### config.mk
export PLATFORM = sky130hd
export DESIGN_NAME = cpu_core_flat
export DESIGN_NICKNAME = d
export VERILOG_FILES = /design/src/rtl/m6502_pkg.sv /design/src/rtl/cpu_bus_if.sv /design/src/rtl/cpu_core.sv /design/src/flat_wrapper.sv
export SDC_FILE = /design/constraint.sdc
export NUM_CORES = 1
export LEC_CHECK = 0
export BUFFER_PORTS_ARGS = -buffer_cell sky130_fd_sc_hd__buf_2
export CORE_ASPECT_RATIO = 0.6
export CORE_MARGIN = 2
export CORE_UTILIZATION = 55
export DETAILED_ROUTE_END_ITERATION = 10
export GPL_ROUTABILITY_DRIVEN = 0
export PLACE_DENSITY = 0.73
export SLEW_MARGIN = 20
export SYNTH_ARGS = -nofsm -noshare
export SYNTH_HDL_FRONTEND = slang
export SYNTH_SLANG_ARGS = --single-unit
export TNS_END_PERCENT = 1
### constraint.sdc
create_clock -name clk4 -period 7.59 [get_ports clk4]
set_input_delay 1.518 -clock clk4 [delete_from_list [all_inputs] [get_ports clk4]]
set_output_delay 1.518 -clock clk4 [all_outputs]
set_load 0.02 [all_outputs]
### src/rtl/m6502_pkg.sv
`default_nettype none

package m6502_pkg;

	typedef logic [7:0] byte_t;
	typedef logic [15:0] addr_t;

	// Bus cycle the core is in when cpu_en arrives
	typedef enum logic [2:0] {
		ST_VEC_LO,
		ST_VEC_HI,
		ST_FETCH,
		ST_OPER_LO,
		ST_OPER_HI,
		ST_EXEC,
		ST_HALT
	} cpu_state_t;

	localparam byte_t OP_LDA_IMM = 8'ha9;
	localparam byte_t OP_LDX_IMM = 8'ha2;
	localparam byte_t OP_LDY_IMM = 8'ha0;
	localparam byte_t OP_STA_ZP = 8'h85;
	localparam byte_t OP_STA_ABS = 8'h8d;
	localparam byte_t OP_ADC_IMM = 8'h69;
	localparam byte_t OP_INX = 8'he8;
	localparam byte_t OP_DEX = 8'hca;
	localparam byte_t OP_CLC = 8'h18;
	localparam byte_t OP_SEC = 8'h38;
	localparam byte_t OP_BNE = 8'hd0;
	localparam byte_t OP_BEQ = 8'hf0;
	localparam byte_t OP_BCC = 8'h90;
	localparam byte_t OP_BCS = 8'hb0;
	localparam byte_t OP_JMP_ABS = 8'h4c;
	localparam byte_t OP_NOP = 8'hea;
	localparam byte_t OP_BRK = 8'h00; // Stops the core

	localparam addr_t RESET_VECTOR_ADDR = 16'hfffc;
	localparam addr_t PROGRAM_START = 16'h0010; // Returned by the vector decode
	localparam int RAM_WORDS_DEFAULT = 1024;

endpackage

`default_nettype wire

### src/rtl/cpu_bus_if.sv
`timescale 1ns/1ns
`default_nettype none

interface cpu_bus_if import m6502_pkg::*; ();

	addr_t addr;
	logic rw; // 1 read, 0 write
	byte_t wdata;
	byte_t rdata;

	modport master (
		output addr,
		output rw,
		output wdata,
		input rdata
	);

	modport slave (
		input addr,
		input rw,
		input wdata,
		output rdata
	);

endinterface

`default_nettype wire

### src/rtl/cpu_core.sv
`timescale 1ns/1ns
`default_nettype none

module cpu_core import m6502_pkg::*; (
	input logic clk4,
	input logic sys_n_reset,
	input logic cpu_en,
	input logic ready,
	cpu_bus_if.master bus,
	output byte_t reg_a,
	output logic halted
);

	cpu_state_t state;
	byte_t a, x;
	byte_t ir; // Opcode latched at fetch
	byte_t oper_lo; // Low operand byte of absolute forms
	addr_t pc;
	logic z_flag, c_flag;

	logic advance;
	addr_t pc_inc;
	addr_t branch_target;
	logic branch_taken;
	logic [8:0] adc_sum;
	byte_t x_step;

	function automatic logic supported(byte_t op);
		case (op)
			OP_LDA_IMM, OP_LDX_IMM, OP_LDY_IMM, OP_STA_ZP, OP_STA_ABS, OP_ADC_IMM,
			OP_INX, OP_DEX, OP_CLC, OP_SEC, OP_BNE, OP_BEQ, OP_BCC, OP_BCS,
			OP_JMP_ABS, OP_NOP:
				supported = 1'b1;
			OP_BRK:
				supported = 1'b0;
			default:
				supported = 1'b0;
		endcase
	endfunction

	assign advance = cpu_en && (ready || !bus.rw); // Ready stretches reads only
	assign pc_inc = pc + 16'd1;
	assign adc_sum = {1'b0, a} + {1'b0, bus.rdata} + {8'h00, c_flag};
	assign x_step = (ir == OP_INX) ? x + 8'd1 : x - 8'd1;
	assign branch_target = pc_inc + {{8{bus.rdata[7]}}, bus.rdata}; // Relative to next opcode

	always_comb
	begin
		case (ir)
			OP_BNE: branch_taken = !z_flag;
			OP_BEQ: branch_taken = z_flag;
			OP_BCC: branch_taken = !c_flag;
			OP_BCS: branch_taken = c_flag;
			default: branch_taken = 1'b0;
		endcase
	end

	assign reg_a = a;
	assign halted = (state == ST_HALT);

	always_ff @(posedge clk4, negedge sys_n_reset)
	begin
		if (!sys_n_reset)
		begin
			state <= ST_VEC_LO;
			bus.addr <= RESET_VECTOR_ADDR;
			bus.rw <= 1'b1;
			bus.wdata <= 8'h00;
			pc <= 16'h0000;
			ir <= 8'h00;
			oper_lo <= 8'h00;
			a <= 8'h00;
			x <= 8'h00;
			z_flag <= 1'b0;
			c_flag <= 1'b0;
		end
		else if (advance)
		begin
			case (state)
				ST_VEC_LO:
				begin
					pc[7:0] <= bus.rdata;
					bus.addr <= RESET_VECTOR_ADDR + 16'd1;
					state <= ST_VEC_HI;
				end
				ST_VEC_HI:
				begin
					pc[15:8] <= bus.rdata;
					bus.addr <= {bus.rdata, pc[7:0]};
					state <= ST_FETCH;
				end
				ST_FETCH:
				begin
					ir <= bus.rdata;
					if (supported(bus.rdata))
					begin
						pc <= pc_inc;
						bus.addr <= pc_inc;
						state <= ST_OPER_LO;
					end
					else
						state <= ST_HALT; // Bus stays on the offending opcode
				end
				ST_OPER_LO:
				begin
					// Defaults step past the operand byte
					pc <= pc_inc;
					bus.addr <= pc_inc;
					state <= ST_FETCH;
					case (ir)
						OP_LDA_IMM, OP_LDX_IMM, OP_LDY_IMM:
						begin
							if (ir == OP_LDA_IMM)
								a <= bus.rdata;
							else if (ir == OP_LDX_IMM)
								x <= bus.rdata;
							z_flag <= (bus.rdata == 8'h00);
						end
						OP_ADC_IMM:
						begin
							a <= adc_sum[7:0];
							c_flag <= adc_sum[8];
							z_flag <= (adc_sum[7:0] == 8'h00);
						end
						OP_INX, OP_DEX:
						begin
							x <= x_step;
							z_flag <= (x_step == 8'h00);
							pc <= pc; // Implied, second byte was a dummy read
							bus.addr <= pc;
						end
						OP_CLC, OP_SEC, OP_NOP:
						begin
							if (ir != OP_NOP)
								c_flag <= (ir == OP_SEC);
							pc <= pc;
							bus.addr <= pc;
						end
						OP_BNE, OP_BEQ, OP_BCC, OP_BCS:
						begin
							if (branch_taken)
							begin
								pc <= branch_target;
								bus.addr <= branch_target;
							end
						end
						OP_STA_ZP:
						begin
							bus.addr <= {8'h00, bus.rdata};
							bus.rw <= 1'b0;
							bus.wdata <= a;
							state <= ST_EXEC;
						end
						OP_STA_ABS, OP_JMP_ABS:
						begin
							oper_lo <= bus.rdata;
							state <= ST_OPER_HI;
						end
						default:
						begin
							pc <= pc;
							bus.addr <= pc;
							state <= ST_HALT;
						end
					endcase
				end
				ST_OPER_HI:
				begin
					if (ir == OP_JMP_ABS)
					begin
						pc <= {bus.rdata, oper_lo};
						bus.addr <= {bus.rdata, oper_lo};
						state <= ST_FETCH;
					end
					else
					begin
						pc <= pc_inc;
						bus.addr <= {bus.rdata, oper_lo};
						bus.rw <= 1'b0;
						bus.wdata <= a;
						state <= ST_EXEC;
					end
				end
				ST_EXEC:
				begin
					bus.rw <= 1'b1; // Write done, back to next opcode
					bus.addr <= pc;
					state <= ST_FETCH;
				end
				ST_HALT:
				begin
					state <= ST_HALT;
				end
				default:
					state <= ST_HALT;
			endcase
		end
	end

endmodule

`default_nettype wire

### src/flat_wrapper.sv
// flat-port wrapper written by rule: the top's interface ports become plain ports
module cpu_core_flat import m6502_pkg::*;
  (clk4, sys_n_reset, cpu_en, ready, reg_a, halted, bus_addr, bus_rw, bus_wdata, bus_rdata);
  cpu_bus_if bus_i ();
  input logic clk4;
  input logic sys_n_reset;
  input logic cpu_en;
  input logic ready;
  output byte_t reg_a;
  output logic halted;
  output wire logic [$bits(bus_i.addr)-1:0] bus_addr;
  output wire logic [$bits(bus_i.rw)-1:0] bus_rw;
  output wire logic [$bits(bus_i.wdata)-1:0] bus_wdata;
  input wire logic [$bits(bus_i.rdata)-1:0] bus_rdata;
  assign bus_addr = bus_i.addr;
  assign bus_rw = bus_i.rw;
  assign bus_wdata = bus_i.wdata;
  assign bus_i.rdata = bus_rdata;
  cpu_core u_core (.clk4(clk4), .sys_n_reset(sys_n_reset), .cpu_en(cpu_en), .ready(ready), .bus(bus_i), .reg_a(reg_a), .halted(halted));
endmodule
# Word level (Yosys, flattened, before mapping)
# Index checks and enable logic that the tools add are counted.
totals:
  register_bits: 78
  latch_bits: 0
  ramBits: 0
  rom_bits: 0
  in_bits: 12
  memories: 0
op_classes:
  add_sub_neg: 6
  mul: 0
  div: 0
  order_cmp: 0
  eq_ne: 47
  n_shift: 0
  mux: 31
  bitwise_logic: 0
  reduce_logical: 39
ops:
  columns: ["operator", "n"]
  rows:
  - ["8-bit equality test (second input constant)", 24]
  - ["16-bit case mux with 6 select lines", 1]
  - ["8-bit case mux with 4 select lines", 2]
  - ["16-bit 2-to-1 mux", 3]
  - ["8-bit 2-to-1 mux", 6]
  - ["16-bit case mux with 3 select lines", 1]
  - ["8-bit case mux with 2 select lines", 3]
  - ["8-bit by 7-bit equality test with 1-bit output (second input constant)", 4]
  - ["16-bit case mux with 2 select lines", 1]
  - ["8-bit zero test", 3]
  - ["4-bit AND reduction", 6]
  - ["16-bit by 1-bit adder with 16-bit output (second input constant)", 1]
  - ["16-bit adder", 1]
  - ["8-bit by 5-bit equality test with 1-bit output (second input constant)", 2]
  - ["8-bit by 6-bit equality test with 1-bit output (second input constant)", 2]
  - ["16-bit OR reduction", 1]
  - ["3-bit case mux with 5 select lines", 1]
  - ["13-bit OR reduction", 1]
  - ["8-bit by 8-bit adder with 9-bit output", 1]
  - ["9-bit by 1-bit adder with 9-bit output", 1]
  - ["3-bit equality test (second input constant)", 3]
  - ["3-bit case mux with 3 select lines", 1]
  - ["3-bit AND reduction", 3]
  - ["8-bit by 1-bit adder with 8-bit output (second input constant)", 1]
  - ["27 further kinds", 50]

# Longest topological paths before layout
logic_depth:
  word_depth: 7
  ltp_mapped: 14

# Least setup slack after synthesis
# OpenSTA, ideal clock, no wires.
synth_timing:
  path_type: "input -> register"
  start: "input port bus_rdata[0]"
  end: "register u_core.z_flag"
  t_arrival_ns: 3.865
  setup_slack_ns: 3.660
  path_stages: 11
  n_path_buf: 1
  path_cell_list: "clkbuf_1 inv_1 fa_1 inv_1 fa_1 a21o_1 a21oi_1 xnor2_1 or4_1 o41ai_2 o22a_1"
synth_between:
  elab_chain_cells: 4
  word_cells_on_any_way: 5
  classes_between: "2 x add/sub; 1 x mux; 2 x reduce/logical"
synth_lines:
  columns: ["element", "line_no", "rtl"]
  rows:
  - ["start, declared", "flat_wrapper.sv:14", "input wire logic [$bits(bus_i.rdata)-1:0] bus_rdata;"]
  - ["8-bit by 8-bit adder with 9-bit output", "cpu_core.sv:43", "assign adc_sum = {1'b0, a} + {1'b0, bus.rdata} + {8'h00, c_flag};"]
  - ["9-bit by 1-bit adder with 9-bit output", "cpu_core.sv:43", null]
  - ["8-bit zero test", "cpu_core.sv:123", "z_flag <= (adc_sum[7:0] == 8'h00);"]
  - ["1-bit case mux with 3 select lines (*)", "cpu_core.sv:110", "case (ir)"]
  - ["end signal, assigned", "cpu_core.sv:117", "z_flag <= (bus.rdata == 8'h00);"]
  - ["end signal, assigned", "cpu_core.sv:123", null]
  - ["end signal, assigned", "cpu_core.sv:128", "z_flag <= (x_step == 8'h00);"]
  - ["end, declared", "cpu_core.sv:19", "logic z_flag, c_flag;"]
# Every way passes the cells marked *; elsewhere a longest branch is shown, timed or not.
# A chain may end at the register's enable or synchronous reset.

# Worst setup path in the final report
layout_timing:
  start: "input port bus_rdata[0]"
  end: "register u_core.bus.addr[12]"
layout_between:
  elab_chain_cells: 7
  word_cells_on_any_way: 26
  classes_between: "1 x add/sub; 17 x eq/ne; 6 x mux; 2 x reduce/logical"
layout_lines:
  columns: ["element", "line_no", "rtl"]
  rows:
  - ["parallel branches: the longest is 7 deep, another holds 16-bit adder", null, null]
  - ["end signal, assigned", "cpu_core.sv:83", "bus.addr <= RESET_VECTOR_ADDR + 16'd1;"]
  - ["end signal, assigned", "cpu_core.sv:89", "bus.addr <= {bus.rdata, pc[7:0]};"]
  - ["end signal, assigned", "cpu_core.sv:98", "bus.addr <= pc_inc;"]
  - ["end, declared", "cpu_bus_if.sv:12", "output addr,"]
# Several ways; the timed one is not identified. The select of a mux whose other input is x is not followed.

==> impl_metrics.py <==
metrics = {
    "floorplanning": {
        "ios": 46,
        "die-area_um2": 13000,
        "initial_core_util_pct": 55.7,
        "coreArea_um2": 11900,
        "die_x_um": 146,
        "die_y_um": 89.1,
        "num_rows": 31,
    },
    "min_path": {
        "hold_depth": 2,
        "hold_path.class": "reg -> reg",
        "min_from": "u_core.bus.wdata[0]",
        "holdPathEnd": "u_core.bus.wdata[0]",
    },
    "drt": {
        "wl_mm": 21.8,
        "avgViaCountPerCell": 6.94,
        "num_vias": 6776,
        "wire_per_inst_um": 22.3,
        "drt_iter0_drc": 1251,
        "ant_nets": 0,
        "route.detailed.drc": 0,
        "dr.pass1.iters": 11,
    },
    "timing": {
        "finalClockSkew_ps": 7.60,
        "setup_tns_ps": 0,
        "setup_violations": 0,
        "worst_pin_slew_ps": 1220,
        "hold_viol_final": 0,
        "period_share_pct": 55.8,
        "maxSlewViolCount": 0,
        "fmax_ghz": 0.236,
        "slew_headroom_pct": 18.0,
        "rsz0062_at_grt": "false",
        "period_needed_ps": 4230,
    },
    "clock_tree": {
        "cts_tree": "built",
        "cts_max_level": 3,
        "holdBufCountCts": 0,
        "clock_latency_ps": 350,
        "numCtsBuffers": 9,
        "cts_buffer_depth": 2,
        "post_cts_buffers": 0,
        "path_clk_slew_ps": 60,
        "cts_sinks": 78,
        "postCtsResizedCells": 0,
        "ctsRootBufferMaster": "clkbuf_16",
    },
    "synth": {
        "synth-seq-cells": 78,
        "netlist_top_cells_area": "dfrtp_1 24%, ha_1 6.2%, dfstp_2 5.9%",
        "ys_warn_count": 0,
        "synth_top_area_share_pct": 23.8,
        "netlist_top_cells_count": "79 x nand2_1, 73 x nor2_1, 66 x a21oi_1",
        "synth-main-ff-cell": "dfrtp_1",
        "yosys.area.top_type": "dfrtp_1",
        "synth_cell_types": 84,
        "synth_nets": 843,
        "async_flop_share_pct": 100,
        "synth_edf_count": 0,
        "netlist_area_um2": 6630,
        "syn_area_per_cell_um2": 8.35,
        "yosysMostFrequentCell": "nand2_1",
        "synth_cells": 794,
        "ys_seq_area_share_pct": 29.7,
    },
    "final_layout": {
        "final_nets": 854,
        "synthToLayoutAreaGrowth_pct": 8.53,
        "final_layout_size_suffix_gt1_share_pct": 15.6,
        "nFillCells": 1048,
        "utilization_pct": 60.5,
    },
    "worst_setup_path": {
        "critPathKind": "in -> reg",
        "crit_chain": "buf_2 > ha_1 > inv_1 > fa_1 > nor2b_1 > o31a_1 > o41ai_1 > o311ai_0 > xnor2_1 > nor2_1 > o32a_1",
        "end_kind": "flip-flop",
        "cp.arrival_ps": 4510,
        "critPathSlowestCell": "o41ai_1",
        "crit_path_start_kind": "input pin",
        "critPathMaxFanout": 15,
        "r2r-start": "u_core.pc[1]",
        "critPathRequiredTime_ps": 7860,
        "ff2ff_path_depth": 13,
        "regToRegSetupSlack_ps": 3640,
        "slowest_delay_ps": 930,
        "r2r-end": "u_core.pc[15]",
        "crit_start": "bus_rdata[0]",
    },
    "pwr": {
        "p_total_uw": 2220,
        "power_density_nw_per_um2": 308,
        "leakage_uw": 0.00311,
        "max-vdd-ir-drop_mv": 0.161,
    },
    "global_routing": {
        "grt_use_total_pct": 33.9,
        "grt_first_pass_wirelength_mm": 34.2,
        "overflow": 0,
        "grt_pass1_vias": 6160,
        "antenna_found_initial": 3,
        "grt_start_max_net_pins": 79,
    },
    "placed_design": {
        "port_buffers": 45,
        "dp_hpwl_mm": 15.5,
    },
    "run_status": {
        "status": "complete, no violations",
    },
    "run": {
        "cap_violations": 0,
    },
}
-- worst max-delay path by stage --
| stage | to | slack [ps] |
|---|---|---|
| final | u_core.bus.addr[12] | 3360 |
| after CTS | u_core.bus.addr[12] | 3430 |
| after global placement | u_core.bus.addr[12] | 3100 |
| after global routing | u_core.bus.addr[12] | 3150 |
| after detailed placement | u_core.bus.addr[12] | 3070 |
| after floorplan | u_core.z_flag | 3660 |
-- per-stage QoR --
step / area, µm² / worst slack [ps] / std cells / hold slack [ps]
after floorplan: 6630 / 3660 / 794 / 456
after global placement: 6870 / 3100 / 958 / 458
after detailed placement: 6870 / 3070 / 958 / 466
after CTS: 7180 / 3430 / 974 / 480
after global routing: 7190 / 3150 / 975 / 528
final: 7200 / 3360 / 977 / 475
-- cells by family (layout without fill, tap and decap cells) --
logic type                 count (synthesis)  count (layout)  share of synthesized area (%)
DFF                                       78              78                           29.7
and+or+nand+nor                          259             259                           19.7
buffers and inverters                     78              94                           5.15
adders and majority gates                 37              37                           7.43
other                                      0               2                              0
AOI/OAI and AO/OA                        270             270                           27.4
xor gates and xnor gates                  37              37                           4.88
muxes                                     35              35                           5.71
-- worst max-delay path, delay by kind of cell --
kind / cells / cell delay [ps]
buffers and inverters: 2 / 280
xor gates and xnor gates: 1 / 200
and+or+nand+nor: 2 / 160
AOI/OAI and AO/OA: 4 / 1880
adders and majority gates: 2 / 470
-- routing by layer --
metal,GRT usage [%],wire (µm)
met1,48.2,9310
met2,47.0,8330
met3,14.0,3440
met4,9.63,642
met5,0,44
-- area by class of cell --
type	count	area, µm²	area share, %
multi-input combinational	638	4330	60.1
sequential	78	1970	27.4
antenna	2	5.00	0.0695
clock inverter	6	86.3	1.20
tap	165	206	2.87
clock buffer	10	229	3.18
timing repair buffer	50	269	3.74
inverter	28	105	1.46
-- state kept, by name (all words and copies together) (netlist names), 3 cells and up --
| register | count |
|---|---|
| u_core.bus.addr | 16 |
| u_core.bus.wdata | 8 |
| u_core.ir | 8 |
| u_core.oper_lo | 8 |
| u_core.pc | 16 |
| u_core.reg_a | 8 |
| u_core.state | 3 |
| u_core.x | 8 |
-- cells in the final DEF, fill, tap and decap left out, types with 12 or more instances in the layout --
cell type,synthesis,layout
o21ai_0,51,51
mux2_2,22,22
xnor2_1,23,23
o21a_1,13,13
a31oi_1,18,18
inv_1,28,28
buf_2,12,44
mux2i_1,12,12
a222oi_1,13,13
ha_1,33,33
nor2_1,73,73
dfstp_2,15,15
nand2_1,79,79
dfrtp_1,63,63
xor2_1,14,14
o211ai_1,15,15
nor3_1,13,13
a21oi_1,66,66
-- power breakdown --
part	switching [µW]	internal [µW]	leakage, µW
Sequential	195	554	0.000986
Clock	190	288	0.000152
Combinational	613	377	0.00197
Total	998	1220	0.00311
Power figures use the tool's default switching activity.
